### src/hw/launch_sequencer.sv
`timescale 1ns/1ps

module launch_sequencer #(
   parameter int RESET_DELAY = 4
) (
   input  logic       clk,
   input  logic       reset,
   input  logic       start_pulse,
   input  logic [1:0] eng_busy,
   output logic       cluster_reset,
   output logic       run_en,
   output logic       cluster_busy,
   output logic       done_irq
);

   localparam int CTR_W = $clog2(RESET_DELAY + 1);

   logic [CTR_W-1:0] reset_ctr;
   logic             launch;
   logic             engines_idle;

   // a start during the reset window is ignored
   assign launch       = start_pulse & ~cluster_reset;
   assign engines_idle = ~|eng_busy;

   //////////////////////////////////////////////////////////////////////
   // multicycle soft reset
   //////////////////////////////////////////////////////////////////////

   always_ff @(posedge clk) begin
      if (!reset) begin
         cluster_reset <= 1'b0;
         run_en        <= 1'b0;
         reset_ctr     <= '0;
      end else if (launch) begin
         cluster_reset <= 1'b1;
         run_en        <= 1'b1;
         reset_ctr     <= '0;
      end else if (cluster_reset) begin
         if (reset_ctr == CTR_W'(RESET_DELAY - 1)) begin
            cluster_reset <= 1'b0;
         end else begin
            reset_ctr <= reset_ctr + 1'b1;
         end
      end
   end

   // busy covers the reset window too
   assign cluster_busy = run_en & (cluster_reset | ~engines_idle);

   //////////////////////////////////////////////////////////////////////
   // done interrupt
   //////////////////////////////////////////////////////////////////////

   // sticky until the next launch
   always_ff @(posedge clk) begin
      if (!reset) begin
         done_irq <= 1'b0;
      end else if (launch) begin
         done_irq <= 1'b0;
      end else if (run_en && !cluster_reset && engines_idle) begin
         done_irq <= 1'b1;
      end
   end

   assert property (@(posedge clk) disable iff (!reset)
      cluster_reset [*RESET_DELAY] |=> !cluster_reset)
      else $error("cluster reset held longer than RESET_DELAY cycles");

endmodule

### config.mk
export PLATFORM = sky130hd
export DESIGN_NAME = launch_sequencer
export DESIGN_NICKNAME = d
export VERILOG_FILES = /design/src/hw/launch_sequencer.sv
export SDC_FILE = /design/constraint.sdc
export NUM_CORES = 1
export LEC_CHECK = 0
export ABC_AREA = 1
export BUFFER_PORTS_ARGS = -buffer_cell sky130_fd_sc_hd__buf_4
export CAP_MARGIN = 20
export CORE_AREA = 5 5 42 44
export CTS_BUF_LIST = sky130_fd_sc_hd__clkbuf_8 sky130_fd_sc_hd__clkbuf_16
export CTS_CLUSTER_DIAMETER = 200
export CTS_CLUSTER_SIZE = 25
export DETAILED_ROUTE_END_ITERATION = 10
export DIE_AREA = 0 0 47 49
export GPL_TIMING_DRIVEN = 0
export SYNTH_ARGS = -nofsm -noshare
export SYNTH_HDL_FRONTEND = slang
export SYNTH_SLANG_ARGS = --single-unit
### constraint.sdc
create_clock -name clk -period 1 [get_ports clk]
set_input_delay 0.05 -clock clk [delete_from_list [all_inputs] [get_ports clk]]
set_output_delay 0.05 -clock clk [all_outputs]
set_load 0.03 [all_outputs]
After elaboration in Yosys (flattened, before gate mapping)
Cells that the tools add are included.
- logic and storage cells: 22
- bits in registers: 6
- reductions and logical operators: 7
- muxes and demuxes: 3
- bitwise gates (word level): 6
- add/sub/neg operators: 1
- equal/unequal tests: 1
- operators with widths (kind ; number):
    $reduce_or 2->1 ; 2
    $add 3x1->3 const B ; 1
    $eq 3x2->1 const B ; 1
    $mux 1 ; 3
    $not 1->1 ; 3
    $and 1x1->1 ; 2
    $logic_and 1x1->1 ; 2
    $logic_not 1->1 ; 2
    $reduce_and 2->1 ; 1
    $or 1x1->1 ; 1

Longest topological paths before layout
- depth after elaboration: 4
- depth in mapped cells: 6
- gate-level depth less buffers: 6

Worst setup path before layout
OpenSTA, ideal clock, no wires.
- path type: register to output
- start: register cluster_reset
- end: output port cluster_busy
- buffers on the path: 0
- stages on the path, launching flop included: 3
- arrival time: 1224 ps
- path slack: -274 ps
- cell sequence: dfxtp_1 > inv_2 > a21oi_1
- word-level cells in the longest chain between the ends: 2
- RTL lines (what ; line ; RTL):
    from (decl) ; 10 ; output logic cluster_reset,
    from (signal assigned) ; 32 ; cluster_reset <= 1'b0;
    from (signal assigned) ; 36 ; cluster_reset <= 1'b1;
    from (signal assigned) ; 41 ; cluster_reset <= 1'b0;
    $or 1x1->1 ; 49 ; assign cluster_busy = run_en & (cluster_reset | ~engines_idle);
    $and 1x1->1 ; 49 ;
    to (decl) ; 12 ; output logic cluster_busy,
No other way between the ends.

Worst setup path in the final report
- start: register reset_ctr[1]
- end: register reset_ctr[2]
- word-level cells in the longest chain between the ends: 3
- elaborated cells on any way between the ends: 4
- those cells by class: 1 x add/sub; 1 x eq/ne; 1 x bitwise; 1 x reduce/logical
- RTL lines (what ; line ; RTL):
    from (decl) ; 18 ; logic [CTR_W-1:0] reset_ctr;
    from (signal assigned) ; 43 ; reset_ctr <= reset_ctr + 1'b1;
    parallel branches: the longest is 3 deep, another holds $add 3x1->3 ; -- ;
Several ways; the timed one is not identified.
A chain may end at the register's enable or synchronous reset.

==> impl_summary.txt <==
----------------------------------------------------
[Worst setup path]
  Critical-path cell with the highest stage delay ... sky130_fd_sc_hd__dfxtp_2
  CP bufs+invs ... 0
  Arrival time of data at the critical path endpoint ... 1.13 ns
  Nature of the critical path startpoint ... flip-flop
  Delay of the slowest critical-path stage ... 0.33 ns
  List of cells traversed by the critical path ... ha_4 > ha_4 > nand3_2 > nand3_2 > nor2_1
  Highest fanout seen on the critical path ... 2
  Required time of the critical path ... 1.11 ns
  Count of cells along the worst register-to-register path ... 5
  Critical Setup Path Class ... flip-flop to flip-flop
  Worst flop-to-flop path startpoint ... reset_ctr[1]$_SDFFE_PP0P_
  Top Family by Delay on Critical Path ... adder cells
  RR Endpoint ... reset_ctr[2]$_SDFFE_PP0P_
  Worst setup slack for register-to-register paths ... -0.01 ns
  Type of destination of the critical path ... flip-flop

[Placement]
  Routability congestion estimate from global placement ... 0.7424
  Detailed placer's ending HPWL ... 448.7 um
  I/O Buffers ... 8
  Number of instances in the placed design ... 60

[Logic synthesis]
  Syn Std Cell Area ... 290.3 um^2
  Post-synth net total ... 43
  Number of distinct library cells after synthesis ... 12
  Mapped Cells ... 36
  Number of synthesis warnings ... 0
  Avg Inst Size Synth ... 8.063 um^2
  Number of register bits inferred by synthesis ... 6
  Portion of the post-synthesis area used by sequential elements ... 0.4138

[Min path]
  Number of cells on the worst hold path ... 3
  Worst Hold Endpoint ... cluster_reset$_SDFF_PN0_
  Kind of path behind the tightest hold check ... primary input to flip-flop
  Startpoint of the tightest hold check path ... reset

[CTS]
  Clock transition at the registers of the reported paths ... 0.04 ns
  Clk sinks ... 6
  Clock tree from TritonCTS ... built
  Clock Latency Late Sink ... 0.22 ns
  Clock buffer count from CTS ... 3
  Clock H-tree levels ... 1
  Max Root-Sink Buffers ... 2
  Clk Tree Root Cell ... sky130_fd_sc_hd__clkbuf_8
  Number of buffers added to fix hold violations after cts ... 0

[Global routing]
  Via count of the first global-routing pass ... 263
  Aggregate global routing overflow ... 0
  Largest net degree at the start of global routing ... 6
  Number of antenna violations at the first check in global routing ... 0
  Total GRT Usage ... 0.06342
  Global-route wire length before repair ... 1041 um

[Die]
  Number of ports placed on the die boundary ... 9
  Core box area ... 0.001401 mm^2
  Starting density of the core ... 0.2071
  Floorplan die height ... 49 um
  Chip Width ... 47 um
  Number of standard-cell rows in the floorplan ... 14
  Die Outline Area ... 0.002303 mm^2

[Drt]
  Residual DRC ... 0
  Number of nets with antenna violations after routing ... 0
  Vias after detailed routing ... 264
  DRT iter0 DRCs ... 1
  Total wire length ... 588 um
  Routed wire per std cell ... 9.046 um
  Detailed Routing Iterations Pass 1 ... 2
  Ratio of routed vias to standard cells ... 4.062

[Cells and area]
  Number of diodes ... 0
  Non-filler instance count after layout ... 65
  Most frequent cells in the layout ... sky130_fd_sc_hd__buf_4 (9), sky130_fd_sc_hd__inv_1 (5), sky130_fd_sc_hd__nor2_1 (4), sky130_fd_sc_hd__a21oi_2 (4)
  Number of nets in the layout ... 58
  Most common library cell in the layout ignoring fill and taps ... sky130_fd_sc_hd__buf_4
  Synthesis-to-layout area growth ... 70.69%
  Core Util, Final ... 0.3536
  Share of cells above drive strength 1 ... 0.6735

[Power]
  Total power divided by cell area ... 1543 mW/mm^2
  Leak Pwr ... 0.2002 nW
  Worst ir drop on vdd ... 844.2 uV

[STA]
  Highest achievable clock rate ... 989.9 MHz
  Slew headroom ... 0.8933
  Fin crit share ... 1.010
  Fin. max-slew vios ... 0
  Final worst path period need ... 1.010 ns
  Transition time at the pin with the least slew margin ... 0.1594 ns
  Setup skew after layout ... 0.003482 ns
  Final setup viols ... 2
  Count of endpoints failing hold in the final timing report ... 0
  Post-route setup slack ... -0.01019 ns
  Post-Route Hold Slack ... 0.08917 ns
  Setup repair after global routing missed its margin ... true
  Final-layout setup total negative slack ... -0.01175 ns

[Run status]
  Violations in the final reports ... setup timing
  Run status ... complete, but fails checks

[Job]
  Max-cap violations ... 0

----------------------------------------------------
## through the flow
step	area, um^2	setup slack (ns)	power, W
final	495.5	-0.01019	0.0007644
after global routing	495.5	-0.04286	0.0008155
after detailed placement	405.4	-0.02531	0.0003898
after global placement	405.4	-0.02338	0.0003907
after CTS	490.5	-0.003679	0.0007738
after floorplan	325.3	0.009690	0.0003482
## worst register-to-register path: stages (launching register included)
cell and delay, ns:
sky130_fd_sc_hd__dfxtp_2 0.33, sky130_fd_sc_hd__ha_4 0.16, sky130_fd_sc_hd__ha_4 0.26, sky130_fd_sc_hd__nand3_2 0.07, sky130_fd_sc_hd__nand3_2 0.06, sky130_fd_sc_hd__nor2_1 0.04
## worst max path at each step
stage                                    from                   endpoint  slack, ns  cells after the start
floorplan           reset_ctr[0]$_SDFFE_PP0P_  reset_ctr[2]$_SDFFE_PP0P_       0.01                      5
global placement    reset_ctr[0]$_SDFFE_PP0P_  reset_ctr[0]$_SDFFE_PP0P_      -0.02                      6
detailed placement  reset_ctr[0]$_SDFFE_PP0P_  reset_ctr[0]$_SDFFE_PP0P_      -0.03                      6
CTS                 reset_ctr[0]$_SDFFE_PP0P_  reset_ctr[1]$_SDFFE_PP0P_     -0.004                      6
global route        reset_ctr[1]$_SDFFE_PP0P_  reset_ctr[1]$_SDFFE_PP0P_      -0.04                      5
finish              reset_ctr[1]$_SDFFE_PP0P_  reset_ctr[2]$_SDFFE_PP0P_      -0.01                      5
## area by class of cell
class,count,area (um^2)
timing repair buffer,10,78.83
fill,151,905.9
inverter,7,28.78
sequential,6,126.4
tap,16,20.02
multi-input combinational,23,200.2
clock buffer,3,41.29
## cell usage after synthesis
master	n	area, um^2
sky130_fd_sc_hd__dfxtp_1	6	120.1
sky130_fd_sc_hd__inv_1	6	22.52
sky130_fd_sc_hd__nand2_1	5	18.77
sky130_fd_sc_hd__nor2_1	4	15.01
sky130_fd_sc_hd__a21oi_1	3	15.01
sky130_fd_sc_hd__a21oi_2	3	26.28
sky130_fd_sc_hd__nand3_1	3	15.01
sky130_fd_sc_hd__ha_1	2	25.02
sky130_fd_sc_hd__inv_2	1	3.750
sky130_fd_sc_hd__nand2_2	1	6.260
sky130_fd_sc_hd__nand2_4	1	11.26
sky130_fd_sc_hd__nor2_4	1	11.26
## where the power goes
part           internal, W  total, W  switching (W)
Clock             0.000258  0.000356      0.0000978
Combinational    0.0000626  0.000146      0.0000829
Sequential        0.000255  0.000263     0.00000835
Total             0.000575  0.000764       0.000189
## routing by layer
layer | vias up | global-route usage | routed length [um]
met5 | - | 0 | 0
met4 | 0 | 0.05530 | 0
met3 | 0 | 0.02214 | 18
met2 | 6 | 0.08597 | 311
met1 | 117 | 0.07489 | 258
li1 | 141 | - | -
## state kept, by name (all words and copies together) (netlist names)
signal	cells
reset_ctr	3
done_irq	1
run_en	1
cluster_reset	1
## what timing repair did
item | CTS | global route
setup endpoints to repair | 4 | 4
buffers inserted | 2 | 0
gates resized for setup | 8 | 1
pin swaps | 4 | 4
gates cloned | 0 | 0
## kinds of logic (layout without fill, tap and decap cells)
group / after synthesis / count (layout) / synth area share
AND/OR/NAND/NOR: 15 / 15 / 0.2672
buffers and inverters: 7 / 20 / 0.09050
AO/OA/AOI/OAI: 6 / 6 / 0.1422
flip-flops: 6 / 6 / 0.4138
adder cells (fa/ha/maj): 2 / 2 / 0.08619
(Power assumes the default switching activity.)
