## config.mk

```make
export PLATFORM = sky130hd
export DESIGN_NAME = apb_ctrl_regs
export DESIGN_NICKNAME = d
export VERILOG_FILES = /design/src/hw/accel_pkg.sv /design/src/hw/apb_ctrl_regs.sv
export SDC_FILE = /design/constraint.sdc
export NUM_CORES = 1
export LEC_CHECK = 0
export ABC_AREA = 1
export BUFFER_PORTS_ARGS = -buffer_cell sky130_fd_sc_hd__buf_2
export CAP_MARGIN = 25
export CORE_AREA = 2 2 73 75
export CTS_BUF_LIST = sky130_fd_sc_hd__clkbuf_16
export CTS_CLUSTER_SIZE = 14
export DETAILED_ROUTE_END_ITERATION = 8
export DIE_AREA = 0 0 75 77
export GPL_TIMING_DRIVEN = 1
export MAX_ROUTING_LAYER = met4
export PLACE_DENSITY = 0.73
export SKIP_LAST_GASP = 1
export SYNTH_ARGS = -nofsm -noshare
export SYNTH_HDL_FRONTEND = slang
export SYNTH_SLANG_ARGS = --single-unit
```

## constraint.sdc

```tcl
create_clock -name clk -period 0.8 [get_ports clk]
set_input_delay 0.04 -clock clk [delete_from_list [all_inputs] [get_ports clk]]
set_output_delay 0.04 -clock clk [all_outputs]
set_load 0.02 [all_outputs]
```

## src/hw/accel_pkg.sv

```systemverilog
package accel_pkg;

   //////////////////////////////////////////////////////////////////////
   // widths
   //////////////////////////////////////////////////////////////////////

   // data word on apb and wishbone
   typedef logic [31:0] word_t;

   // word address into the 256-word shared memory
   typedef logic [7:0] mem_addr_t;

   // register offset in paddr[7:0]
   typedef logic [7:0] reg_off_t;

   // prefix-sum engine fsm
   typedef enum logic [1:0] {
      idle,
      rd_req,
      wr_req,
      finished
   } eng_state_t;

   //////////////////////////////////////////////////////////////////////
   // register map
   //////////////////////////////////////////////////////////////////////

   localparam reg_off_t REG_BASE_OFFSET = 8'h50;
   localparam reg_off_t REG_START       = 8'h54;
   localparam reg_off_t REG_STATUS      = 8'h58;

   // paddr bit that selects the memory window
   localparam int MEM_WINDOW_BIT = 12;

   // memory layout of the engine regions
   localparam mem_addr_t LANE_STRIDE = 8'd64;
   localparam mem_addr_t DST_OFFSET  = 8'd32;

endpackage

```

## src/hw/apb_ctrl_regs.sv

```systemverilog
`timescale 1ns/1ps

module apb_ctrl_regs (
   input  logic                 clk,
   input  logic                 reset,
   input  logic                 psel,
   input  logic                 penable,
   input  logic                 pwrite,
   input  accel_pkg::word_t     paddr,
   input  accel_pkg::word_t     pwdata,
   output accel_pkg::word_t     prdata,
   output logic                 pready,
   output logic                 pslverr,
   output accel_pkg::mem_addr_t base_offset,
   output logic                 start_pulse,
   input  logic                 cluster_busy,
   input  logic                 done_irq,
   output logic                 cyc,
   output logic                 stb,
   output logic                 we,
   output accel_pkg::mem_addr_t adr,
   output accel_pkg::word_t     dat_w,
   input  logic                 ack,
   input  accel_pkg::word_t     dat_r
);

   logic             win_sel;
   logic             access;
   logic             reg_wr;
   accel_pkg::word_t reg_rdata;

   assign win_sel = paddr[accel_pkg::MEM_WINDOW_BIT];
   assign access  = psel & penable;
   assign reg_wr  = access & pwrite & ~win_sel;

   //////////////////////////////////////////////////////////////////////
   // memory window to wishbone
   //////////////////////////////////////////////////////////////////////

   // one wishbone cycle per apb access phase
   assign cyc   = access & win_sel;
   assign stb   = access & win_sel;
   assign we    = pwrite;
   // byte address on apb, word address on the bus
   assign adr   = paddr[9:2];
   assign dat_w = pwdata;

   // registers are zero-wait, the window waits for ack
   assign pready  = access & (~win_sel | ack);
   assign pslverr = 1'b0;

   //////////////////////////////////////////////////////////////////////
   // control registers
   //////////////////////////////////////////////////////////////////////

   always_ff @(posedge clk) begin
      if (!reset) begin
         base_offset <= '0;
         start_pulse <= 1'b0;
      end else begin
         start_pulse <= 1'b0;
         if (reg_wr) begin
            case (paddr[7:0])
               accel_pkg::REG_BASE_OFFSET: base_offset <= pwdata[7:0];
               accel_pkg::REG_START:       start_pulse <= pwdata[0];
               default: ;
            endcase
         end
      end
   end

   // start is write-only and reads as zero
   always_comb begin
      case (paddr[7:0])
         accel_pkg::REG_BASE_OFFSET: reg_rdata = {24'b0, base_offset};
         accel_pkg::REG_STATUS:      reg_rdata = {30'b0, done_irq, cluster_busy};
         default:                    reg_rdata = '0;
      endcase
   end

   assign prdata = win_sel ? dat_r : reg_rdata;

   // the apb master keeps a window access open until the ack
   assert property (@(posedge clk) disable iff (!reset)
      (stb && !ack) |=> (stb && psel))
      else $error("host window request dropped before ack");

endmodule

```

# ---- Yosys cells after proc, flatten, opt, wreduce, memory -nomap -nowiden
# Index checks and enable logic that the tools add are counted.
dict set report word_totals {
  ram_bits 0
  n_memories 0
  romBits 0
  latchBits 0
  input_bits 104
  ff_bits 9
}
dict set report op_classes {
  shift 0
  multipliers 0
  eq_ne 3
  bitwise_logic 7
  div_mod_pow 0
  add_sub_neg 0
  mux 2
  n_reduce_logical 2
  magnitude_cmp 0
}
# operator n
set op_table {}
lappend op_table {{32-bit 2-to-1 mux} 1}
lappend op_table {{8-bit by 7-bit == test with 1-bit output, second input constant} 3}
lappend op_table {{8-bit one-hot mux with 2 select lines} 1}
lappend op_table {{1-bit AND} 5}
lappend op_table {{3-bit AND reduction} 1}
lappend op_table {{2-bit AND reduction} 1}
lappend op_table {{1-bit inverter} 1}
lappend op_table {{1-bit bitwise OR} 1}

# ---- Logic depth before layout (Yosys ltp)
dict set report depth {
  depth_word 4
  mapped_depth 8
  mapped_depth_nobuf 7
}

# ---- Worst setup path before layout
# No wires, ideal clock.
dict set report synth_path {
  path_kind {input -> output}
  start {input port paddr[12]}
  end {output port stb}
  n_path_buf 2
  arrival_time_ns 0.912
  setup_slack_ns -0.152
  required_ns 0.760
  cell_stages 4
  cell_sequence {buf_6 > clkinv_1 > nor2_1 > buf_4}
}
dict set report synth_between {
  elab_chain_len 1
}
# element line
set synth_rtl {}
lappend synth_rtl {{start, declared} apb_ctrl_regs.sv:9} ;# input accel_pkg::word_t paddr,
lappend synth_rtl {{1-bit AND} n/a}
lappend synth_rtl {{end, declared} apb_ctrl_regs.sv:19} ;# output logic stb,
# Every way passes these cells.

# ---- Worst setup path in the final report
dict set report layout_path {
  start {register base_offset[0]}
  end {output port prdata[0]}
}
dict set report layout_between {
  elab_chain_len 2
}
# element line
set layout_rtl {}
lappend layout_rtl {{start, declared} apb_ctrl_regs.sv:14} ;# output accel_pkg::mem_addr_t base_offset,
lappend layout_rtl {{start signal, assigned} apb_ctrl_regs.sv:64} ;# accel_pkg::REG_BASE_OFFSET: base_offset <= pwdata[7:0];
lappend layout_rtl {{8-bit one-hot mux with 2 select lines} apb_ctrl_regs.sv:74} ;# case (paddr[7:0])
lappend layout_rtl {{32-bit 2-to-1 mux} apb_ctrl_regs.sv:81} ;# assign prdata = win_sel ? dat_r : reg_rdata;
lappend layout_rtl {{end, declared} apb_ctrl_regs.sv:11} ;# output accel_pkg::word_t prdata,
# Every way passes these cells.

==> impl_results.md <==
* Largest net degree at the start of global routing at 21
* Routed Antenna Nets at 0
* # setup viols final at 16
* Met3 Wirelength at 263 um
* Sw Share at 31.1%
* Peak VDD IR at 734 uV
* Sequential Power Share at between 20% and 30%
* Die width at 75 um
* Detailed-route via count at between 1,000 and 1,500
* CTS Sinks at 9
* Met2 Routed Length at 1.89 mm
* Setup Skew at 0 ps
* Area Overhead vs Synth at 67.2%
* P_sw at roughly 640 uW
* #FFs+latches synth at 9
* CTS clk-pin slew, worst paths at around 40 ps
* Fillers at 546
* DRC Markers at 0
* Combinational share of power at 35.7%
* PD cells at between 1000 and 1500 nW/um^2
* Syn_nets at 312
* Total congestion overflow at 0
* IO Pins at 190
* Drt first pass iters at 4
* Final Hold Viols at 0
* CP most frequent cell: nand2_1
* Drt initial violations at 24
* CP endpoint kind: output pin
* Fmax at 1040 MHz
* Wire per inst at 10.1 um
* Critical Path Source Type: flip-flop
* Hold Path Class: in -> out
* Crit path max-delay cell type: dfxtp_2
* Clock latency at the later pin of the worst-skew pair at roughly 230 ps
* Num CTS Buffers at 3
* Warnings from Yosys at 0
* Max stage delay on crit path at 330 ps
* CP Cell Sequence: nand3_2 > nand2_1 > nand2_1 > nand2_1 > buf_6
* Row cnt at 26
* Met1 WL at 1.47 mm
* Clock Path Buffers at 2
* Placed insts at 356
* Slew Viols, Final at 0
* CTS tree: done
* Die Area at 5780 um^2
* Clock power frac at 42.5%
* Final WL at 3.69 mm
* Synth cell types at 19
* First-pass GRT wire length at ~5.6 mm
* Die height at around 77 um
* Share of the synthesized area in the top cell type at 27.1%
* Cell Area, Synth at roughly 1200 um^2
* Crit path kind: reg -> out
* Clk root buf: clkbuf_16
* Initial Utilization at 23.9%
* Initial antenna violation count at 0
* GR Util All Layers at between 10% and 20%
* Hpwl dp at 2.86 mm
* Max_cap viols at 0
* Reg2Reg Setup Slack at 0 ps
* Standby leakage power at 1.25 nW
* Layout cell share with drive strength beyond 1 at approximately 60%
* Worst-path fanout max at 2
* Seq/Total Area, Yosys at between 10% and 20%
* Nets at 400
* Number of diodes at 0
* Dominant cell type by area after synthesis: buf_4
* Final min period at 957 ps
* Gpl congestion at 0.719
* Period Utilization, post-route at 120%
* H-tree depth at 1
* Synth Area per Inst at 5.72 um^2
* WP data required at 760 ps
* RSZ-0062 raised after global routing: true
* Min setup slack post-route at -157 ps
* Via density at slightly below 4
* Vias in the first global route at 1,301
* Fin cells at ~370
* Top layer in use: met4
* Run status: complete, but fails checks
* Core box area at approximately 5000 um^2
* Port bufs at 115
* Ranking of synthesized cells by area: buf_4 27%, nand2_1 18%, dfxtp_1 15%
* Violated checks: setup timing
* Cells after Synth at between 200 and 250
* Final hold slack at 80.0 ps
* Internal at 1.41 mW
* Worst EP arrival at approximately 900 ps
## power groups by stage
stage,clock [mW],combinational [mW],sequential (mW)
2_1_floorplan,0,0.595,0.458
3_5_place_dp,0,0.674,0.458
5_1_grt,0.932,0.803,0.447
4_1_cts,0.891,0.708,0.451
3_3_place_gp,0,0.667,0.458
6_report,0.871,0.732,0.447
## worst paths after layout
check,startpoint,end,cells after the start
min,pwdata[11],dat_w[11],0
min reg2reg,base_offset[6]$_SDFFE_PN0P_,base_offset[6]$_SDFFE_PN0P_,2
max,base_offset[0]$_SDFFE_PN0P_,prdata[0],5
max reg2reg,base_offset[0]$_SDFFE_PN0P_,base_offset[0]$_SDFFE_PN0P_,4
## what timing repair did
item,CTS,global route
buffers inserted,4,3
pin swaps,9,14
setup endpoints to repair,15,38
hold endpoints to repair,0,0
hold buffers,0,0
gates resized for setup,36,42
## registers in the layout, summed over array words and instances, names as in the netlist
name,count
start_pulse,1
base_offset,8
## placed cells by master, fill, tap and decap left out
| cell type | netlist | final |
|---|---|---|
| nand3_2 | 1 | 5 |
| nand3_1 | 18 | 10 |
| nor2_2 | 2 | 4 |
| inv_4 | 0 | 1 |
| nand2_2 | 1 | 10 |
| buf_12 | 0 | 3 |
| nand3_4 | 0 | 4 |
| a21oi_2 | 1 | 2 |
| dfxtp_4 | 0 | 1 |
| buf_8 | 0 | 2 |
| inv_2 | 0 | 2 |
| dfxtp_1 | 9 | 1 |
| buf_4 | 43 | 12 |
| a21oi_1 | 7 | 6 |
| buf_6 | 4 | 19 |
| nor2_1 | 15 | 11 |
| nand4_1 | 1 | 1 |
| dfxtp_2 | 0 | 7 |
| nor2_4 | 2 | 4 |
| nor3b_1 | 1 | 1 |
| clkbuf_16 | 0 | 3 |
| buf_2 | 0 | 98 |
| nand2_1 | 58 | 49 |
| inv_1 | 39 | 38 |
| conb_1 | 1 | 1 |
## worst max-delay path: cells and delay by family (launching register included)
kind	cells	cell delay (ps)
flops	1	330
simple gates	4	240
buf+inv	1	120
## kinds of logic (layout without fill, tap and decap cells)
group / count (synthesis) / in the layout / synth area share [%]
other: 1 / 1 / 0.315
AOI/OAI and AO/OA: 8 / 8 / 3.68
buffers and inverters: 91 / 178 / 44.8
and+or+nand+nor: 99 / 99 / 36.1
DFF: 9 / 9 / 15.1
## layer usage
metal	GRT usage [%]	up-vias
li1	-	742
met1	13.7	598
met2	22.5	56
met3	2.76	17
met4	3.93	0
met5	-	-
## cell type report
type / instances / area, um^2 / area share (%)
Timing Repair Buffer: 134 / 885 / 44.5
Tap cell: 70 / 87.6 / 4.40
Inverter: 40 / 153 / 7.67
Clock inverter: 1 / 3.75 / 0.189
Multi-Input combinational cell: 108 / 593 / 29.8
Clock buffer: 3 / 75.1 / 3.77
Sequential cell: 9 / 193 / 9.69
## synth_stat cells
library cell  instances
a21oi_1               7
a21oi_2               1
buf_1                 1
buf_4                43
buf_6                 4
clkbuf_1              3
clkinv_1              1
conb_1                1
dfxtp_1               9
inv_1                39
nand2_1              58
nand2_2               1
nand3_1              18
nand3_2               1
nand4_1               1
nor2_1               15
nor2_2                2
nor2_4                2
nor3b_1               1
## metrics by stage
| stage | area, um^2 | worst slack, ps | total power [mW] | TNS [ps] | util (%) |
|---|---|---|---|---|---|
| floorplan | 1200 | 10.7 | 1.05 | 0 | - |
| global placement | 1620 | -199 | 1.13 | -2620 | 32.6 |
| global route | 1990 | -230 | 2.18 | -2610 | 40.0 |
| detailed placement | 1620 | -206 | 1.13 | -2720 | 32.6 |
| finish | 1990 | -157 | 2.05 | -1420 | 40.0 |
| CTS | 1840 | -185 | 2.05 | -2040 | 37.0 |
Note: power is estimated with default switching activity, not from simulation.
