$ cat config.mk
export PLATFORM = sky130hd
export DESIGN_NAME = wb_arbiter
export DESIGN_NICKNAME = d
export VERILOG_FILES = /design/src/hw/accel_pkg.sv /design/src/hw/wb_arbiter.sv
export SDC_FILE = /design/constraint.sdc
export NUM_CORES = 1
export LEC_CHECK = 0
export ABC_AREA = 1
export BUFFER_PORTS_ARGS = -buffer_cell sky130_fd_sc_hd__buf_2
export CORE_AREA = 2 2 97 99
export CTS_CLUSTER_DIAMETER = 80
export DETAILED_ROUTE_END_ITERATION = 8
export DIE_AREA = 0 0 99 101
export SYNTH_ARGS = -nofsm -noshare
export SYNTH_HDL_FRONTEND = slang
export SYNTH_SLANG_ARGS = --single-unit
$ cat constraint.sdc
create_clock -name clk -period 7.5 [get_ports clk]
set_input_delay 1.875 -clock clk [delete_from_list [all_inputs] [get_ports clk]]
set_output_delay 1.875 -clock clk [all_outputs]
set_load 0.01 [all_outputs]
$ cat src/hw/accel_pkg.sv
package accel_pkg;

   //////////////////////////////////////////////////////////////////////
   // widths
   //////////////////////////////////////////////////////////////////////

   // data word on apb and wishbone
   typedef logic [31:0] word_t;

   // word address into the 256-word shared memory
   typedef logic [7:0] mem_addr_t;

   // register offset in paddr[7:0]
   typedef logic [7:0] reg_off_t;

   // prefix-sum engine fsm
   typedef enum logic [1:0] {
      idle,
      rd_req,
      wr_req,
      finished
   } eng_state_t;

   //////////////////////////////////////////////////////////////////////
   // register map
   //////////////////////////////////////////////////////////////////////

   localparam reg_off_t REG_BASE_OFFSET = 8'h50;
   localparam reg_off_t REG_START       = 8'h54;
   localparam reg_off_t REG_STATUS      = 8'h58;

   // paddr bit that selects the memory window
   localparam int MEM_WINDOW_BIT = 12;

   // memory layout of the engine regions
   localparam mem_addr_t LANE_STRIDE = 8'd64;
   localparam mem_addr_t DST_OFFSET  = 8'd32;

endpackage

$ cat src/hw/wb_arbiter.sv
`timescale 1ns/1ps

module wb_arbiter (
   input  logic                       clk,
   input  logic                       reset,
   input  accel_pkg::mem_addr_t       base_offset,
   // master 0 is the host window, 1 and 2 the engines
   input  logic [2:0]                 m_cyc,
   input  logic [2:0]                 m_stb,
   input  logic [2:0]                 m_we,
   input  accel_pkg::mem_addr_t [2:0] m_adr,
   input  accel_pkg::word_t [2:0]     m_dat_w,
   output logic [2:0]                 m_ack,
   output accel_pkg::word_t           m_dat_r,
   output logic                       s_cyc,
   output logic                       s_stb,
   output logic                       s_we,
   output accel_pkg::mem_addr_t       s_adr,
   output accel_pkg::word_t           s_dat_w,
   input  logic                       s_ack,
   input  accel_pkg::word_t           s_dat_r
);

   logic [2:0] req;
   logic [1:0] gnt_q;
   logic       locked;
   logic [1:0] pick;
   logic [1:0] sel;
   logic       active;

   assign req = m_cyc & m_stb;

   // round-robin search from the master after the last grant
   always_comb begin
      int idx;
      pick = gnt_q;
      for (int i = 3; i >= 1; i--) begin
         idx = (int'(gnt_q) + i) % 3;
         if (req[idx]) begin
            pick = 2'(idx);
         end
      end
   end

   // gnt_q keeps the last grant once released
   always_ff @(posedge clk) begin
      if (!reset) begin
         locked <= 1'b0;
         gnt_q  <= 2'd2;
      end else if (!locked) begin
         if (|req) begin
            locked <= 1'b1;
            gnt_q  <= pick;
         end
      end else if (s_ack) begin
         locked <= 1'b0;
      end
   end

   //////////////////////////////////////////////////////////////////////
   // slave side mux
   //////////////////////////////////////////////////////////////////////

   assign sel    = locked ? gnt_q : pick;
   assign active = locked | (|req);

   assign s_cyc   = active & m_cyc[sel];
   assign s_stb   = active & m_stb[sel];
   assign s_we    = m_we[sel];
   assign s_dat_w = m_dat_w[sel];
   // engine addresses are relative, wrap at 256
   assign s_adr   = (sel == 2'd0) ? m_adr[0] : m_adr[sel] + base_offset;

   assign m_ack   = (active && s_ack) ? (3'b001 << sel) : 3'b000;
   // read data is shared, only the acked master takes it
   assign m_dat_r = s_dat_r;

   assert property (@(posedge clk) disable iff (!reset)
      $onehot0(m_ack) && ((m_ack & ~req) == 3'b000))
      else $error("ack routed to more than one master or to an idle one");

endmodule

; Word-level counts from Yosys, hierarchy flattened
; Cells that the tools add are included.
[word_totals]
output_inout_bits = 78
reg_bits = 3
[op_classes]
addsub = 4
muxes = 28
reduce_logical = 4
n_bitwise = 5
n_div = 3
shift = 1
order_cmp = 4
[op_table]
columns = operator, count
row1 = $lt 32x4->1 const B, 3
row2 = $mod 32x3->32 const B, 3
row3 = $bmux 32 s2, 1
row4 = $mux 32, 1
row5 = $bmux 8 s2, 1
row6 = $mux 8, 2
row7 = $bmux 1 s2, 6
row8 = $mux 1, 12
row9 = $add 8x8->8, 1
row10 = $mux 2, 4
row11 = $add 2x2->3 const B, 2
row12 = $add 2x1->3 const B, 1
row13 = $and 3x3->3, 1
row14 = $lt 2x3->1 const B, 1
row15 = $mux 3, 1
row16 = $reduce_or 3->1, 1
row17 = $shl 1x2->3 const A, 1
row18 = $and 1x1->1, 2
row19 = $logic_not 2->1, 1
row20 = $reduce_and 2->1, 1
row21 = $logic_and 1x1->1, 1
row22 = $not 1->1, 1
row23 = $or 1x1->1, 1

; Longest topological paths before layout
; Gate-level depths: netlist (run 1).
[depth]
word_depth = 13
depth_mapped = 29
mapped_depth_nobuf = 28

; Least setup slack after synthesis (run 1)
; OpenSTA, ideal clock, no wires.
[synth_timing]
path_type = input-to-output
from = input m_stb[2]
to = output s_adr[6]
t_arrival_ns = 4.311
path_stages = 23
path_buffers = 1
slack_ns = 1.314
path_cell_list = nand2_1 o21ai_2 nand2_1 nand2_1 nand2_1 nand2_1 nand2_1 nand2_1 nand2_1 nand2_2 nand2_8 buf_4 nand2_1 nand3_1 o21ai_1 inv_1 ha_1 fa_1 a31oi_1 o21ai_0 a21oi_1 xor2_1 o21ai_2
[synth_via]
elab_chain_len = 12
[synth_rtl]
columns = item, line
row1 = from (decl), wb_arbiter.sv:9  ; input logic [2:0] m_stb,
row2 = $and 3x3->3 (*), wb_arbiter.sv:31  ; assign req = m_cyc & m_stb;
row3 = $bmux 1 s2, wb_arbiter.sv:39  ; if (req[idx]) begin
row4 = $mux 1 (implied by the code) (2 in series), wb_arbiter.sv:39
row5 = $mux 2 (2 in series), wb_arbiter.sv:39
row6 = $mux 2 (*), wb_arbiter.sv:39
row7 = $mux 2 (*), wb_arbiter.sv:64  ; assign sel = locked ? gnt_q : pick;
row8 = $bmux 8 s2, wb_arbiter.sv:72  ; assign s_adr = (sel == 2'd0) ? m_adr[0] : m_adr[sel] + base_offset;
row9 = $mux 8 (implied by the code), wb_arbiter.sv:72
row10 = $add 8x8->8, wb_arbiter.sv:72
row11 = $mux 8 (*), wb_arbiter.sv:72
row12 = to (decl), wb_arbiter.sv:18  ; output accel_pkg::mem_addr_t s_adr,
; Every way passes the cells marked *; elsewhere a longest branch is shown, timed or not. The select of a mux whose other input is x is not followed.

; Final worst setup path (run 1)
; Same ends and word-level chain as after synthesis.

==> impl_metrics.env, run 1 <==
export IMPL_relSlewSlack_pct=54.4
export IMPL_worstSetupPathType="in -> out"
export IMPL_finalSetupViolations=0
export IMPL_antenna_cells=0
export IMPL_vias=2763
export IMPL_io_buffer_count=185
export IMPL_worstMarginPinSlew_ps=684
export IMPL_dp_cells=612
export IMPL_grt_use_met2_pct=29.4
export IMPL_cts_buffer_depth=2
export IMPL_core_area_mm2=0.00898
export IMPL_max_cap_violations=0
export IMPL_fp_dieW_um=99
export IMPL_die_h_um=101
export IMPL_final_util_pct=34.6
export IMPL_grt_overflow_total=0
export IMPL_drive_gt1_share_pct=61.4
export IMPL_via_per_inst=4.49
export IMPL_multi_input_area_mm2=0.00183
export IMPL_worstPathArrival_ps=4830
export IMPL_cts_resized=0
export IMPL_grtUsageMet3_pct=2.15
export IMPL_synth_distinct_cells=30
export IMPL_ys_warnings_count=0
export IMPL_clock_sinks=3
export IMPL_grt_pass1_vias=2703
export IMPL_cp_cell_sequence="buf_2 > nand2_1 > o21ai_2 > nand2_1 > nand2_1 > nand2_1 > nand2_1 > nand2_1 > nand2_1 > nand2_1 > nand2_2 > nand2_8 > nand2_8 > nand3_1 > o21ai_1 > inv_1 > ha_1 > fa_1 > a31oi_1 > o21ai_0 > a21oi_1 > xor2_1 > o21ai_2 > buf_2"
export IMPL_postRouteAntennaNets=0
export IMPL_cpMaxStageDelayCell="fa_1"
export IMPL_synth_seq_cells=3
export IMPL_fillers=1018
export IMPL_postSynthCellCount=361
export IMPL_cts_buffers=3
export IMPL_ctsHtreeMaxLevel=1
export IMPL_grt_max_degree=47
export IMPL_max_stage_delay_ps=410
export IMPL_stdcell_count=616
export IMPL_path_common_cell="nand2_1"
export IMPL_final_hold_violation_count=0
export IMPL_synth_top_area_share_pct=18.0
export IMPL_drt_first_iter_violations=120
export IMPL_pre_cts_slack_ps=831
export IMPL_vdd_ir_drop_max_mv=0.425
export IMPL_rr_startpoint="gnt_q[1]"
export IMPL_postCtsSetupRepairBufs=0
export IMPL_ys_seq_area_share_pct=2.47
export IMPL_placed_cell_area_mm2=0.00306
export IMPL_rows=35
export IMPL_gp_congestion=0.863
export IMPL_hold_depth=1
export IMPL_timing_rr_end="gnt_q[1]"
export IMPL_critPathCaptureType="primary output"
export IMPL_syn2layout_area_growth_pct=27.8
export IMPL_rr_worst_depth=14
export IMPL_setup_tns_ps=0
export IMPL_layout_nets=692
export IMPL_setup_ws_ps=799
export IMPL_drc=0
export IMPL_drv_slew=0
export IMPL_leakage_nw=1.85
export IMPL_hpwl_mm=6.92
export IMPL_hold_path_class="reg -> reg"
export IMPL_cts_hold_buf=0
export IMPL_worstPathMaxFanout=19
export IMPL_syn_avg_cell_area_um2=6.73
export IMPL_regArea_um2=60.1
export IMPL_io_pins=250
export IMPL_rrSetupSlack_ps=5640
export IMPL_grtUsageMet1_pct=16.9
export IMPL_clk_latency_ps=210
export IMPL_hold_path_endpoint="locked"
export IMPL_syn_cell_area_mm2=0.00243
export IMPL_die_area_mm2=0.0100
export IMPL_p_per_area_mw_per_mm2=650
export IMPL_synth_fp_nets=547
export IMPL_drt_total_wl_mm=8.19
export IMPL_grt_pass1_wl_mm=12.5
export IMPL_tritoncts="yes"
export IMPL_busiest_layer="met2"
export IMPL_skew_ps=0.833
export IMPL_status="finished clean"
export IMPL_cts_root_buf="clkbuf_8"
export IMPL_period_needed_ps=6700
export IMPL_dr_pass1_iters=4
export IMPL_antenna_found_initial=0
export IMPL_clk_pin_slew_ps=30
export IMPL_synth_area_top_cells="nand2_2, nand2_1, nand3_2"
export IMPL_grt_use_total_pct=15.1
export IMPL_final_area_mm2=0.00311
export IMPL_startpoint_type="input port"
export IMPL_fin_crit_sh_pct=89.4
export IMPL_rsz0062_at_grt="no"
export IMPL_required_ps=5620
export IMPL_max_freq_ghz=0.149
export IMPL_wire_per_inst_um=13.3
export IMPL_start_util_pct=27.1
export IMPL_min_from="locked"
export IMPL_synth_top_area_cell="nand2_2"
-- registers in the layout (all words and copies together) (netlist names) --
name	flops
locked	1
gnt_q	2
-- metal layers --
metal  share of wire, %  routed length (um)
met2                 51                4160
met1                 40                3240
met4                1.8                 150
met3                7.7                 629
met5                  0                   0
-- stage by stage --
step	hold WS, ps	power (mW)
CTS	570	2.06
finish	573	2.02
floorplan	515	1.66
detailed placement	562	2.00
global route	621	2.26
global placement	569	1.99
-- worst max path at each step --
stage,from,endpoint,slack (ps),cells past startpoint
6_report,m_stb[2],s_adr[6],800,24
5_1_grt,m_stb[2],s_adr[6],520,24
4_1_cts,m_stb[2],s_adr[6],820,22
2_1_floorplan,m_stb[2],s_adr[6],1310,23
3_3_place_gp,m_stb[2],s_adr[6],920,24
3_5_place_dp,m_stb[2],s_adr[6],830,22
-- layout make-up --
cell class                      instances  area share, %
Multi-Input combinational cell        290           58.9
Timing Repair Buffer                  185           29.8
Tap cell                              111           4.47
Inverter                               23           3.42
Sequential cell                         3           1.93
Clock buffer                            4           1.45
-- report_power, final --
group	switching (mW)	leakage [nW]	internal, mW
registers	0.00641	0.0250	0.0211
logic	1.21	1.80	0.733
clock network	0.0104	0.0228	0.0362
total	1.23	1.85	0.790
-- cell usage in the layout, fill, tap and decap left out, drive strengths merged, types with 2 or more instances in the layout --
| cell type | count |
|---|---|
| nor3 | 2 |
| dfxtp | 3 |
| a211oi | 2 |
| clkbuf | 4 |
| nand2 | 174 |
| ha | 13 |
| inv | 23 |
| xor2 | 2 |
| nand3 | 55 |
| xnor2 | 3 |
| nand4 | 2 |
| buf | 185 |
| o21ai | 18 |
| nor2 | 8 |
| a21oi | 8 |
-- Yosys cell counts, drive strengths merged --
cell type  instances
a211oi             2
a21o               1
a21oi              8
a31oi              1
buf               45
dfxtp              3
fa                 1
ha                13
inv               23
nand2            174
nand3             55
nand4              2
nor2               8
nor3               2
o21ai             18
xnor2              3
xor2               2
-- cell families after synthesis --
group                    after synthesis  share of synthesized area [%]
AO/OA/AOI/OAI                         30                           7.62
buffers and inverters                 68                           22.2
AND/OR/NAND/NOR                      241                           58.4
adder cells (fa/ha/maj)               14                           7.51
flip-flops                             3                           2.47
XOR/XNOR                               5                           1.80
-- critical path, delay by kind of cell --
family                     cells  cell delay [ps]
and+or+nand+nor               12             1040
AOI/OAI and AO/OA              6              810
adders and majority gates      2              620
buffers and inverters          3              290
xor gates and xnor gates       1              200
Note: power is estimated with default switching activity, not from simulation.
==> inputs of run 2 (changes only) <==
==> constraint.sdc (replaced) <==
create_clock -name clk -period 7 [get_ports clk]
set_input_delay 1.75 -clock clk [delete_from_list [all_inputs] [get_ports clk]]
set_output_delay 1.75 -clock clk [all_outputs]
set_load 0.01 [all_outputs]
==> impl_metrics.env, run 2 (synthesis gave the netlist of run 1 again) <==
export IMPL_status="finished clean"
export IMPL_period_needed_ps=6400
export IMPL_drt_first_iter_violations=71
export IMPL_cts_buffers=3
export IMPL_final_area_mm2=0.00311
export IMPL_required_ps=5250
export IMPL_top_register="gnt_q"
export IMPL_drive_gt1_share_pct=61.4
export IMPL_skew_ps=1.63
export IMPL_gp_congestion=0.863
export IMPL_hold_path_class="reg -> reg"
export IMPL_cts_root_buf="clkbuf_8"
export IMPL_drt_total_wl_mm=8.02
export IMPL_max_cap_violations=0
export IMPL_fp_dieW_um=99
export IMPL_clk_latency_ps=210
export IMPL_p_total_mw=2.15
export IMPL_grt_max_degree=47
export IMPL_cts_hold_buf=0
export IMPL_tritoncts="yes"
export IMPL_cts_buffer_depth=2
export IMPL_relSlewSlack_pct=55.8
export IMPL_layout_common_cells="buf_2, nand2_1, nand2_2"
export IMPL_drv_slew=0
export IMPL_rows=35
export IMPL_fin_crit_sh_pct=91.5
export IMPL_die_h_um=101
export IMPL_worstMarginPinSlew_ps=662
export IMPL_maxUsedRoutingLayer="met4"
export IMPL_rsz0062_at_grt="no"
export IMPL_hpwl_mm=6.87
export IMPL_largest_reg_flops=2
export IMPL_max_freq_ghz=0.156
export IMPL_wl_met1_mm=3.07
export IMPL_start_util_pct=27.1
export IMPL_grt_overflow_total=0
export IMPL_wire_per_inst_um=13.0
export IMPL_via_per_inst=4.50
export IMPL_final_common_cell="buf_2"
export IMPL_critPathCaptureType="primary output"
export IMPL_placed_cell_area_mm2=0.00306
export IMPL_wl_met3_um=691
export IMPL_dr_pass1_iters=4
export IMPL_final_util_pct=34.6
export IMPL_leakage_nw=1.85
export IMPL_postRouteAntennaNets=0
export IMPL_grt_use_total_pct=15.1
export IMPL_antenna_cells=0
export IMPL_io_pins=250
export IMPL_clock_sinks=3
export IMPL_antenna_found_initial=0
export IMPL_startpoint_type="input port"
export IMPL_top_regs="gnt_q x2, locked x1"
export IMPL_vias=2775
export IMPL_die_area_mm2=0.0100
export IMPL_clk_pin_slew_ps=30
export IMPL_core_area_mm2=0.00898
export IMPL_postCtsSetupRepairBufs=0
export IMPL_setup_tns_ps=0
export IMPL_io_buffer_count=185
export IMPL_final_hold_violation_count=0
export IMPL_ctsHtreeMaxLevel=1
export IMPL_vdd_ir_drop_max_mv=0.572
export IMPL_layout_nets=692
export IMPL_drc=0
export IMPL_grt_pass1_wl_mm=12.6
export IMPL_worstPathArrival_ps=4650
export IMPL_p_per_area_mw_per_mm2=693
export IMPL_route_met2_wl_mm=4.16
export IMPL_cts_resized=0
export IMPL_worstPathMaxFanout=19
export IMPL_fillers=1000
export IMPL_grt_pass1_vias=2683
export IMPL_finalSetupViolations=0
export IMPL_worstSetupPathType="in -> out"
export IMPL_syn2layout_area_growth_pct=27.8
## run 2: cell counts in the layout (fill, tap and decap cells not counted)
Identical to the previous run, type by type.
## run 2: path summary, 6_finish.rpt
path	start	to	slack (ps)	depth (start not counted)
worst max-delay path	m_stb[2]	s_adr[6]	600	22
worst min-delay path	locked	locked	580	1
worst max register to register	gnt_q[0]	gnt_q[0]	5150	12
worst min register to register	locked	locked	580	1
## run 2: routing by layer
| metal | GRT usage (%) | vias to the layer above |
|---|---|---|
| li1 | - | 1420 |
| met1 | 18.0 | 1196 |
| met2 | 28.5 | 145 |
| met3 | 2.36 | 14 |
| met4 | 3.27 | 0 |
| met5 | 0 | - |
## run 2: per-stage QoR
step                      setup slack, ps  instances  hold WS, ps
after global placement                674        612          569
after CTS                             572        616          583
after global routing                  271        616          624
after detailed placement              581        612          574
final                                 597        616          585
after floorplan                      1060        361          515
## run 2: final cells by class
type                    instances  area, um^2  share of cell area [%]
inverters                      23         106                    3.42
repair buffers                185         926                    29.8
well taps                     111         139                    4.47
multi-input cells             290        1830                    58.9
flip-flops and latches          3        60.1                    1.93
clock buffers                   4        45.0                    1.45
## run 2: worst max-delay path, stage by stage
cell and delay, ps:
buf_2 110, nand2_1 100, o21ai_0 240, o21ai_2 100, nand2_1 70, nand2_1 40, nand2_1 70, nand2_1 60
nand2_2 100, nand2_8 120, nand2_8 170, nand3_1 80, o21ai_1 80, inv_1 50, ha_1 200, fa_1 410
a31oi_1 220, o21ai_0 110, a21oi_1 160, xor2_1 200, o21ai_2 70, buf_2 140
## run 2: where the power goes
group	switching [mW]	internal, mW	total [mW]
registers	0.00678	0.0226	0.0294
clock network	0.0104	0.0388	0.0492
logic	1.29	0.785	2.08
total	1.31	0.847	2.15
