<file path="src/hw/accel_pkg.sv">
package accel_pkg;

   //////////////////////////////////////////////////////////////////////
   // widths
   //////////////////////////////////////////////////////////////////////

   // data word on apb and wishbone
   typedef logic [31:0] word_t;

   // word address into the 256-word shared memory
   typedef logic [7:0] mem_addr_t;

   // register offset in paddr[7:0]
   typedef logic [7:0] reg_off_t;

   // prefix-sum engine fsm
   typedef enum logic [1:0] {
      idle,
      rd_req,
      wr_req,
      finished
   } eng_state_t;

   //////////////////////////////////////////////////////////////////////
   // register map
   //////////////////////////////////////////////////////////////////////

   localparam reg_off_t REG_BASE_OFFSET = 8'h50;
   localparam reg_off_t REG_START       = 8'h54;
   localparam reg_off_t REG_STATUS      = 8'h58;

   // paddr bit that selects the memory window
   localparam int MEM_WINDOW_BIT = 12;

   // memory layout of the engine regions
   localparam mem_addr_t LANE_STRIDE = 8'd64;
   localparam mem_addr_t DST_OFFSET  = 8'd32;

endpackage

</file>
<file path="src/hw/prefix_sum_engine.sv">
`timescale 1ns/1ps

module prefix_sum_engine #(
   parameter int LANE_ID   = 0,
   parameter int BLOCK_LEN = 8
) (
   input  logic                 clk,
   input  logic                 reset,
   input  logic                 cluster_reset,
   input  logic                 run_en,
   output logic                 busy,
   output logic                 cyc,
   output logic                 stb,
   output logic                 we,
   output accel_pkg::mem_addr_t adr,
   output accel_pkg::word_t     dat_w,
   input  logic                 ack,
   input  accel_pkg::word_t     dat_r
);

   // start of this lane's region, relative to the base offset
   localparam accel_pkg::mem_addr_t REGION_BASE =
      accel_pkg::mem_addr_t'(LANE_ID * accel_pkg::LANE_STRIDE);
   localparam accel_pkg::mem_addr_t LAST_K = accel_pkg::mem_addr_t'(BLOCK_LEN - 1);

   accel_pkg::eng_state_t state;
   accel_pkg::mem_addr_t  k;
   accel_pkg::mem_addr_t  src_adr;
   accel_pkg::word_t      sum;
   accel_pkg::word_t      sum_next;

   assign src_adr  = REGION_BASE + k;
   assign sum_next = sum + dat_r;
   assign busy     = run_en & (state != accel_pkg::finished);

   //////////////////////////////////////////////////////////////////////
   // read, accumulate, write back
   //////////////////////////////////////////////////////////////////////

   always_ff @(posedge clk) begin
      if (!reset || cluster_reset) begin
         state <= accel_pkg::idle;
         k     <= '0;
         sum   <= '0;
         cyc   <= 1'b0;
         stb   <= 1'b0;
         we    <= 1'b0;
      end else if (run_en) begin
         case (state)
            accel_pkg::idle: begin
               // read source word k
               cyc   <= 1'b1;
               stb   <= 1'b1;
               we    <= 1'b0;
               adr   <= src_adr;
               state <= accel_pkg::rd_req;
            end
            accel_pkg::rd_req: begin
               if (ack) begin
                  cyc   <= 1'b0;
                  stb   <= 1'b0;
                  sum   <= sum_next;
                  dat_w <= sum_next;
                  state <= accel_pkg::wr_req;
               end
            end
            accel_pkg::wr_req: begin
               // stb stays low for one cycle after the read ack
               if (!stb) begin
                  cyc <= 1'b1;
                  stb <= 1'b1;
                  we  <= 1'b1;
                  adr <= src_adr + accel_pkg::DST_OFFSET;
               end else if (ack) begin
                  cyc <= 1'b0;
                  stb <= 1'b0;
                  we  <= 1'b0;
                  if (k == LAST_K) begin
                     state <= accel_pkg::finished;
                  end else begin
                     k     <= k + 1'b1;
                     state <= accel_pkg::idle;
                  end
               end
            end
            default: ;
         endcase
      end
   end

   // request held stable under arbiter stall
   assert property (@(posedge clk) disable iff (!reset || cluster_reset)
      (stb && !ack) |=> (stb && cyc && $stable(adr) && $stable(we)))
      else $error("engine %0d request changed before ack", LANE_ID);

endmodule

</file>
<file path="config.mk">
export PLATFORM = sky130hd
export DESIGN_NAME = prefix_sum_engine
export DESIGN_NICKNAME = d
export VERILOG_FILES = /design/src/hw/accel_pkg.sv /design/src/hw/prefix_sum_engine.sv
export SDC_FILE = /design/constraint.sdc
export NUM_CORES = 1
export LEC_CHECK = 0
export ABC_AREA = 1
export ABC_CLOCK_PERIOD_IN_PS = 3800
export BUFFER_PORTS_ARGS = -buffer_cell sky130_fd_sc_hd__buf_2
export CORE_MARGIN = 3
export CORE_UTILIZATION = 30
export DETAILED_ROUTE_END_ITERATION = 7
export HOLD_SLACK_MARGIN = 0.05
export PLACE_DENSITY_LB_ADDON = 0.25
export REMOVE_ABC_BUFFERS = 1
export SYNTH_ARGS = -nofsm -noshare
export SYNTH_HDL_FRONTEND = slang
export SYNTH_SLANG_ARGS = --single-unit
</file>
<file path="constraint.sdc">
create_clock -name clk -period 3.8 [get_ports clk]
set_clock_uncertainty 0.05 [all_clocks]
set_input_delay 0.38 -clock clk [delete_from_list [all_inputs] [get_ports clk]]
set_output_delay 0.38 -clock clk [all_outputs]
set_load 0.05 [all_outputs]
</file>
# Yosys cells after proc, flatten, opt, wreduce, memory -nomap -nowiden
# Cells that the tools add are included.
word_totals:
  ff_bits: 85
  out_inout_bits: 44
  elab_cells: 52
  inputBits: 37
classes:
  mux: 16
  n_eq_ne: 9
  n_reduce_logical: 13
  bitwise_logic: 3
  addsub: 3
ops:
  columns: ["op", "count"]
  rows:
  - ["adder 32 bit", 1]
  - ["case mux 8 bit (2 select lines)", 1]
  - ["!= test 2 bit (second input constant)", 5]
  - ["AND reduction 5 bit", 2]
  - ["AND reduction 3 bit", 3]
  - ["adder 8 x 1 -> 8 bit (second input constant)", 1]
  - ["adder 8 x 6 -> 8 bit (second input constant)", 1]
  - ["== test 8 x 3 -> 1 bit (second input constant)", 1]
  - ["2-to-1 mux 2 bit", 4]
  - ["2-to-1 mux 8 bit", 1]
  - ["AND reduction 4 bit", 2]
  - ["2-to-1 mux 1 bit", 6]
  - ["case mux 1 bit (3 select lines)", 2]
  - ["case mux 2 bit (3 select lines)", 1]
  - ["!= test 3 bit (second input constant)", 1]
  - ["nonzero test 3 bit", 1]
  - ["== test 2 x 1 -> 1 bit (second input constant)", 1]
  - ["== test 2 bit (second input constant)", 1]
  - ["logical NOT 2 bit", 1]
  - ["NOT 1 bit", 2]
  - ["case mux 1 bit (2 select lines)", 1]
  - ["AND reduction 2 bit", 1]
  - ["nonzero test 2 bit", 1]
  - ["AND 1 bit", 1]
  - ["other kinds (2)", 2]

# Logic depth before layout (Yosys ltp)
# Gate-level depths: netlist of the first run.
logic_depth:
  word_depth: 5
  mapped_depth: 14
  ltp_nobuf: 14

# Least setup slack after synthesis of the first run
# OpenSTA, ideal clock, no wires.
synth_path:
  path_type: "register to register"
  startpoint: "reg state[1]"
  endpoint: "reg dat_w[0] (enable)"
  path_stages_with_launch: 8
  arrival_time_ns: 2.438
  required_ns: 3.329
  slack_ns: 0.892
  path_cell_list: "dfxtp_1 > inv_1 > ha_1 > inv_1 > nor2_2 > inv_1 > buf_2 > nor2_1"
synth_via:
  elab_chain_len: 2
synth_lines:
  columns: ["element", "line", "text"]
  rows:
  - ["start: declaration", "prefix_sum_engine.sv:26", "accel_pkg::eng_state_t state;"]
  - ["start signal: assignment", "prefix_sum_engine.sv:42", "state <= accel_pkg::idle;"]
  - ["start signal: assignment", "prefix_sum_engine.sv:56", "state <= accel_pkg::rd_req;"]
  - ["start signal: assignment", "prefix_sum_engine.sv:64", "state <= accel_pkg::wr_req;"]
  - ["== test 2 x 1 -> 1 bit", "prefix_sum_engine.sv:49", "case (state)"]
  - ["AND reduction 4 bit (no source line)", null, null]
  - ["end signal: assignment", "prefix_sum_engine.sv:63", "dat_w <= sum_next;"]
  - ["end: declaration", "prefix_sum_engine.sv:16", "output accel_pkg::word_t dat_w,"]
# Every way passes these cells.
# A chain may end at the register's enable or synchronous reset.

# Worst setup path in the final report of the first run
layout_path:
  startpoint: "reg sum[0]"
  endpoint: "reg dat_w[28] (data pin)"
layout_via:
  elab_chain_len: 1
layout_lines:
  columns: ["element", "line", "text"]
  rows:
  - ["start: declaration", "prefix_sum_engine.sv:29", "accel_pkg::word_t sum;"]
  - ["start signal: assignment", "prefix_sum_engine.sv:62", "sum <= sum_next;"]
  - ["adder 32 bit", "prefix_sum_engine.sv:33", "assign sum_next = sum + dat_r;"]
  - ["via sum_next[28]", "prefix_sum_engine.sv:30", "accel_pkg::word_t sum_next;"]
# The timed path passes the listed nets, and every way through them passes these cells.

==> metrics.cfg, run 1 <==
[critical_path]
critical_path_required_ns=3.87
end_kind=register
slowest_stage=fa_1
worst-path-buf-inv=2
path_cells=ha_1, inv_1, fa_1, inv_1, nand3_1, nand3_1, nand3_1, nand3_1, nand2_1, nand3_1, nand2_1
crit_family=simple AND/OR/NAND/NOR gates
crit_top_cell=nand3_1
critPathMaxStageDelay_ns=0.39
crit_fanout=4
r2r_slack_ns=1.60
crit_type=register to register
worstPathArrival_ns=2.26
start_kind=register

[run_status]
status=complete, no violations

[timing]
hold_ws_ns=0.2567
period_share=0.5786
relSlewSlack=0.5593
slew_violations=0
hold_viol_final=0
tightest_slew_ns=0.6586
period_minus_slack_ns=2.199
rsz0062_at_grt=no
setup_violations=0
fmax_mhz=454.8

[synthesis]
synthFlopType=dfxtp_1
synth_compound_area_frac=0.09579
synth_top_cell_by_area=edfxtp_1
syn_inst=821
ys_ff_latch=85
synth_cell_types=29
avgSynthCellArea_um2=6.920
muxShareOfSynthArea=0
ys_warn_count=0
synth-edff-count=40
yosysSeqAreaShare=0.3700
syn-cell-area_um2=5682
synth_top_family_by_area=simple AND/OR/NAND/NOR gates
synthXorXnorAreaFrac=0.03501
synthTopCellsByArea=edfxtp_1, nand2_1, dfxtp_1
synth_simple_gate_area_share=0.2907
synth_top_area_share=0.2114
synthArstFlopShare=0
synth_fa_ha_area_frac=0.08500

[pwr]
powerDensity_nw_per_um2=312.6
power.static_leakage_uw=0.003664
power.total_uw=2083
vdd_drop_max_mv=0.2046

[layout]
layout.nets=979
fillers=2010
area_growth_pct=17.26
multi_input_area_um2=2893
drive_gt1_frac=0.1331
final-seq-area_um2=2102
diodes=0

[global_route]
grt_max_degree=52
grt_overflow_total=0
busiest_layer=met2
grtUsageMet1=0.1865
met2_usage=0.2515
grt.total_usage=0.1478
grt_pass1_vias=4951
antenna_found_initial=0
use_met3=0.03561
grt_first_pass_wirelength_um=24120

[placed_design]
io_buffer_count=80
place_congestion=0.8717
dp_hpwl_um=11370

[routing]
vias=4979
viasPerCell=4.375
wl_per_cell_um=12.58
drc=0
first_pass_iters=4
drtAntennaViolNets=0
route.final.wire_length_um=14320
drt_iter0_markers=218

[floorplanning]
initial_core_util=0.3110
die_area_um2=20630
die_width_um=143.6
die_height_um=143.6
core_um2=18270
io_pins=81
rows=49

[clock_tree]
cts_buffers=9
cts.htree.levels=3
cts_tree=done
path_clk_slew_ns=0.07
cts_root_buffer=clkbuf_16
cts_resized=0
postCtsSetupBuffers=0
cts.sinks=85
clk_path_buf_depth=2
clock_latency_ns=0.36
cts_hold_buf=0

[job]
cap_violations=0

[hold_path]
hold_path.class=primary input to register

[area by class of cell]
type                       instances  area share
sequential                        85      0.3155
timing repair buffer              84     0.06460
clock inverter                     7     0.01146
multi-input combinational        551      0.4342
tap                              229     0.04300
clock buffer                       9     0.03380
inverter                         173     0.09746
[synthesized netlist by cell type (13+ instances only)]
| library cell | instances |
|---|---|
| dfxtp_1 | 45 |
| o21bai_1 | 14 |
| ha_1 | 37 |
| a21oi_1 | 30 |
| xor2_1 | 13 |
| o21ai_0 | 25 |
| edfxtp_1 | 40 |
| nor2_1 | 56 |
| nand3_1 | 45 |
| o21a_1 | 17 |
| nand2_1 | 268 |
| inv_1 | 173 |
[power breakdown]
part           switching [uW]  leakage (uW)  total (uW)  internal (uW)
Sequential               4.82      0.000719         972            967
Combinational             146       0.00280         215           68.9
Clock                     429      0.000149         896            467
[cells by family (layout without fill, tap and decap cells)]
logic type               count (synthesis)  after routing
AND/OR/NAND/NOR                        401            401
buffers and inverters                  185            273
AO/OA/AOI/OAI                           91             91
flip-flops                              85             85
adder cells (fa/ha/maj)                 38             38
XOR/XNOR                                21             21
[through the flow]
stage / setup TNS (ns) / instances / util / cell area, um2 / setup slack [ns]
after floorplan: -4.578 / 809 / - / 5629 / -0.1431
after global placement: 0 / 1122 / 0.3482 / 6361 / 1.498
after detailed placement: 0 / 1122 / 0.3482 / 6361 / 1.457
after CTS: 0 / 1138 / 0.3647 / 6663 / 1.592
after global routing: 0 / 1138 / 0.3647 / 6663 / 1.409
final: 0 / 1138 / 0.3647 / 6663 / 1.601
[per-layer routing]
layer | routed length [um] | part of all wire | vias to the layer above
li1 | - | - | 2703
met1 | 6859 | 0.48 | 2173
met2 | 6600 | 0.46 | 79
met3 | 523 | 0.037 | 24
met4 | 333 | 0.023 | 0
met5 | 0 | 0 | -
[worst reg2reg max path: stages (launching register included)]
cell     delay [ns]
dfxtp_1        0.34
ha_1           0.23
inv_1          0.07
fa_1           0.39
inv_1          0.11
nand3_1        0.07
nand3_1        0.14
nand3_1        0.10
nand3_1        0.18
nand2_1        0.11
nand3_1        0.11
nand2_1        0.05
[path summary, 6_finish.rpt]
kind,from,to,cells past startpoint
max,sum[0]$_SDFFE_PN0P_,dat_w[28]$_DFFE_PP_,11
min,run_en,we$_SDFFE_PN0P_,3
max reg2reg,sum[0]$_SDFFE_PN0P_,dat_w[28]$_DFFE_PP_,11
min reg2reg,we$_SDFFE_PN0P_,we$_SDFFE_PN0P_,2
[layout by cell type (no fill, tap or decap), drive strengths merged]
cell      n
nand3b    2
fa        1
nand2   277
dfxtp    45
nand4     6
o211ai    3
o21bai   14
buf      84
o21ai    25
nor2     60
a31oi     1
nor4      1
clkbuf    9
inv     177
a21oi    30
clkinv    3
a21o      1
xor2     15
xnor2     6
o21a     17
ha       37
nor3      7
edfxtp   40
nand3    48
[flip-flops by register name, indices dropped and copies added (netlist names)]
signal / count
sum: 32
stb: 1
cyc: 1
dat_w: 32
state: 2
adr: 8
k: 8
we: 1
No activity file was read; power rests on OpenSTA's default activity.
==> inputs of run 2 (changes only) <==
- ABC_CLOCK_PERIOD_IN_PS: 3800 -> 2000
- clock period: 3.8 -> 2 ns (I/O delays scaled with it)
==> metrics.cfg, run 2 (synthesis gave the netlist of run 1 again) <==
[pwr]
power.static_leakage_uw=0.003799  ; +3.7%
powerDensity_nw_per_um2=580.3  ; +86%
swShare=0.2675  ; -0.01053
power_frac_clock=0.438  ; +0.008
vdd_drop_max_mv=0.4084  ; +100%
seqPwrFrac=0.452  ; -0.015
cell_internal_pwr_uw=2997  ; +99%
combPwrFrac=0.110  ; +0.007
p_sw_uw=1095  ; +89%

[timing]
slew_violations=0  ; unchanged
setup_violations=0  ; unchanged
relSlewSlack=0.5310  ; -0.02826
period_share=0.9564  ; +0.3778
tightest_slew_ns=0.7009  ; +0.04224 ns
fmax_mhz=522.8  ; +15%
hold_viol_final=0  ; unchanged
period_minus_slack_ns=1.913  ; -0.2858 ns
final.setup.tns_ns=0  ; unchanged
hold_ws_ns=0.07672  ; -0.1800 ns

[critical_path]
path_cells=ha_2, nand2_2, nor2_1, nand3_1, nand3b_1, nand2_1, nand3_1, nand2_1
critPathMaxStageDelay_ns=0.38  ; about the same
critical_path_required_ns=2.06  ; -1.81 ns
worst_r2r_path_depth=8  ; -3
start_kind=register
crit_type=register to register
worstPathArrival_ns=1.97  ; -0.29 ns
end_kind=register
slowest_stage=ha_2
crit_fanout=4  ; unchanged

[placed_design]
numPlacedInstances=1139  ; +1.5%
placed_cell_area_um2=6526  ; +2.6%
io_buffer_count=80  ; unchanged
place_congestion=0.8760  ; +0.49%
dp_hpwl_um=11400  ; +0.31%

[clock_tree]
cts_hold_buf=0  ; unchanged
cts_buffers=9  ; unchanged
cts_tree=done
cts_root_buffer=clkbuf_16
clock_latency_ns=0.35  ; about the same
clk_path_buf_depth=2  ; unchanged
cts.sinks=85  ; unchanged
path_clk_slew_ns=0.07  ; about the same
cts.htree.levels=3  ; unchanged

[layout]
layout.nets=997  ; +1.8%
mostFrequentLayoutCells=nand2_1, inv_1, buf_2
instances_no_fill=1156  ; +1.6%
fillers=1989  ; -1.0%
finalInstanceArea_um2=7052  ; +5.8%
diodes=0  ; unchanged
final-seq-area_um2=2105  ; +0.12%
area_growth_pct=24.11
drive_gt1_frac=0.2006  ; +0.06753
multi_input_area_um2=3093  ; +6.9%
final_common_cell=nand2_1
reg_top3=dat_w (32), sum (32)

[routing]
drc=0  ; unchanged
viasPerCell=4.401  ; +0.60%
vias=5088  ; +2.2%
wl_per_cell_um=12.69  ; +0.85%
route.final.wire_length_um=14670  ; +2.4%
first_pass_iters=4  ; unchanged
drt_iter0_markers=229  ; +5.0%
drtAntennaViolNets=0  ; unchanged

[job]
cap_violations=0  ; unchanged

[global_route]
antenna_found_initial=0  ; unchanged
grt.total_usage=0.1445  ; -0.003357
grt_overflow_total=0  ; unchanged
grt_pass1_vias=4725  ; -4.6%
grt_max_degree=52  ; unchanged
grt_first_pass_wirelength_um=23340  ; -3.2%

[floorplanning]
die_height_um=143.6  ; unchanged
core_um2=18270  ; unchanged
rows=49  ; unchanged
die_width_um=143.6  ; unchanged
die_area_um2=20630  ; unchanged
io_pins=81  ; unchanged
initial_core_util=0.3110  ; unchanged

[hold_path]
hold_depth=3  ; unchanged
hold_path.class=primary input to register

[run_status]
status=complete, no violations

run 2: final cells by class:
class                           instances  share of cell area
Multi-Input combinational cell        551              0.4386
Sequential cell                        85              0.2984
Inverter                              173             0.09209
Timing Repair Buffer                  102             0.08605
Tap cell                              229             0.04063
Clock buffer                            9             0.03194
Clock inverter                          7             0.01224
run 2: per-stage QoR:
step / setup WS, ns / power [uW] / util
floorplan: -1.943 / 2164 / -
global placement: -0.02116 / 2316 / 0.3572
detailed placement: -0.08498 / 2317 / 0.3572
CTS: 0.002939 / 4139 / 0.3754
global route: -0.02178 / 4279 / 0.3860
finish: 0.08722 / 4092 / 0.3860
run 2: final timing paths:
| kind | startpoint | endpoint | slack [ns] |
|---|---|---|---|
| max reg2reg | sum[9]$_SDFFE_PN0P_ | dat_w[27]$_DFFE_PP_ | 0.09 |
| min reg2reg | we$_SDFFE_PN0P_ | we$_SDFFE_PN0P_ | 0.44 |
| max | sum[9]$_SDFFE_PN0P_ | dat_w[27]$_DFFE_PP_ | 0.09 |
| min | run_en | we$_SDFFE_PN0P_ | 0.08 |
run 2: power by group through the flow:
stage	logic [uW]	registers (uW)	clock network (uW)
floorplan	242	1920	0
global placement	429	1890	0
detailed placement	429	1890	0
CTS	432	1850	1860
global route	508	1850	1920
finish	451	1850	1790
run 2: repair_timing:
item,4_1_cts,5_1_grt
endpoints found under the hold margin,0,0
pin swaps,1,7
gates cloned,0,0
resized for setup,4,47
setup endpoints to repair,12,40
setup buffers,0,1
run 2: worst max-delay path: cells and delay by family (launching register included):
kind	cells	cell delay, ns
fa+ha+maj	1	0.38
flops	1	0.33
simple gates	7	0.90
run 2: routing by layer:
metal	GRT usage	vias up	wire length, um
met5	0	-	0
met4	0.03766	0	146
met3	0.03028	10	546
met2	0.2446	82	6931
met1	0.1879	2255	7042
li1	-	2741	-
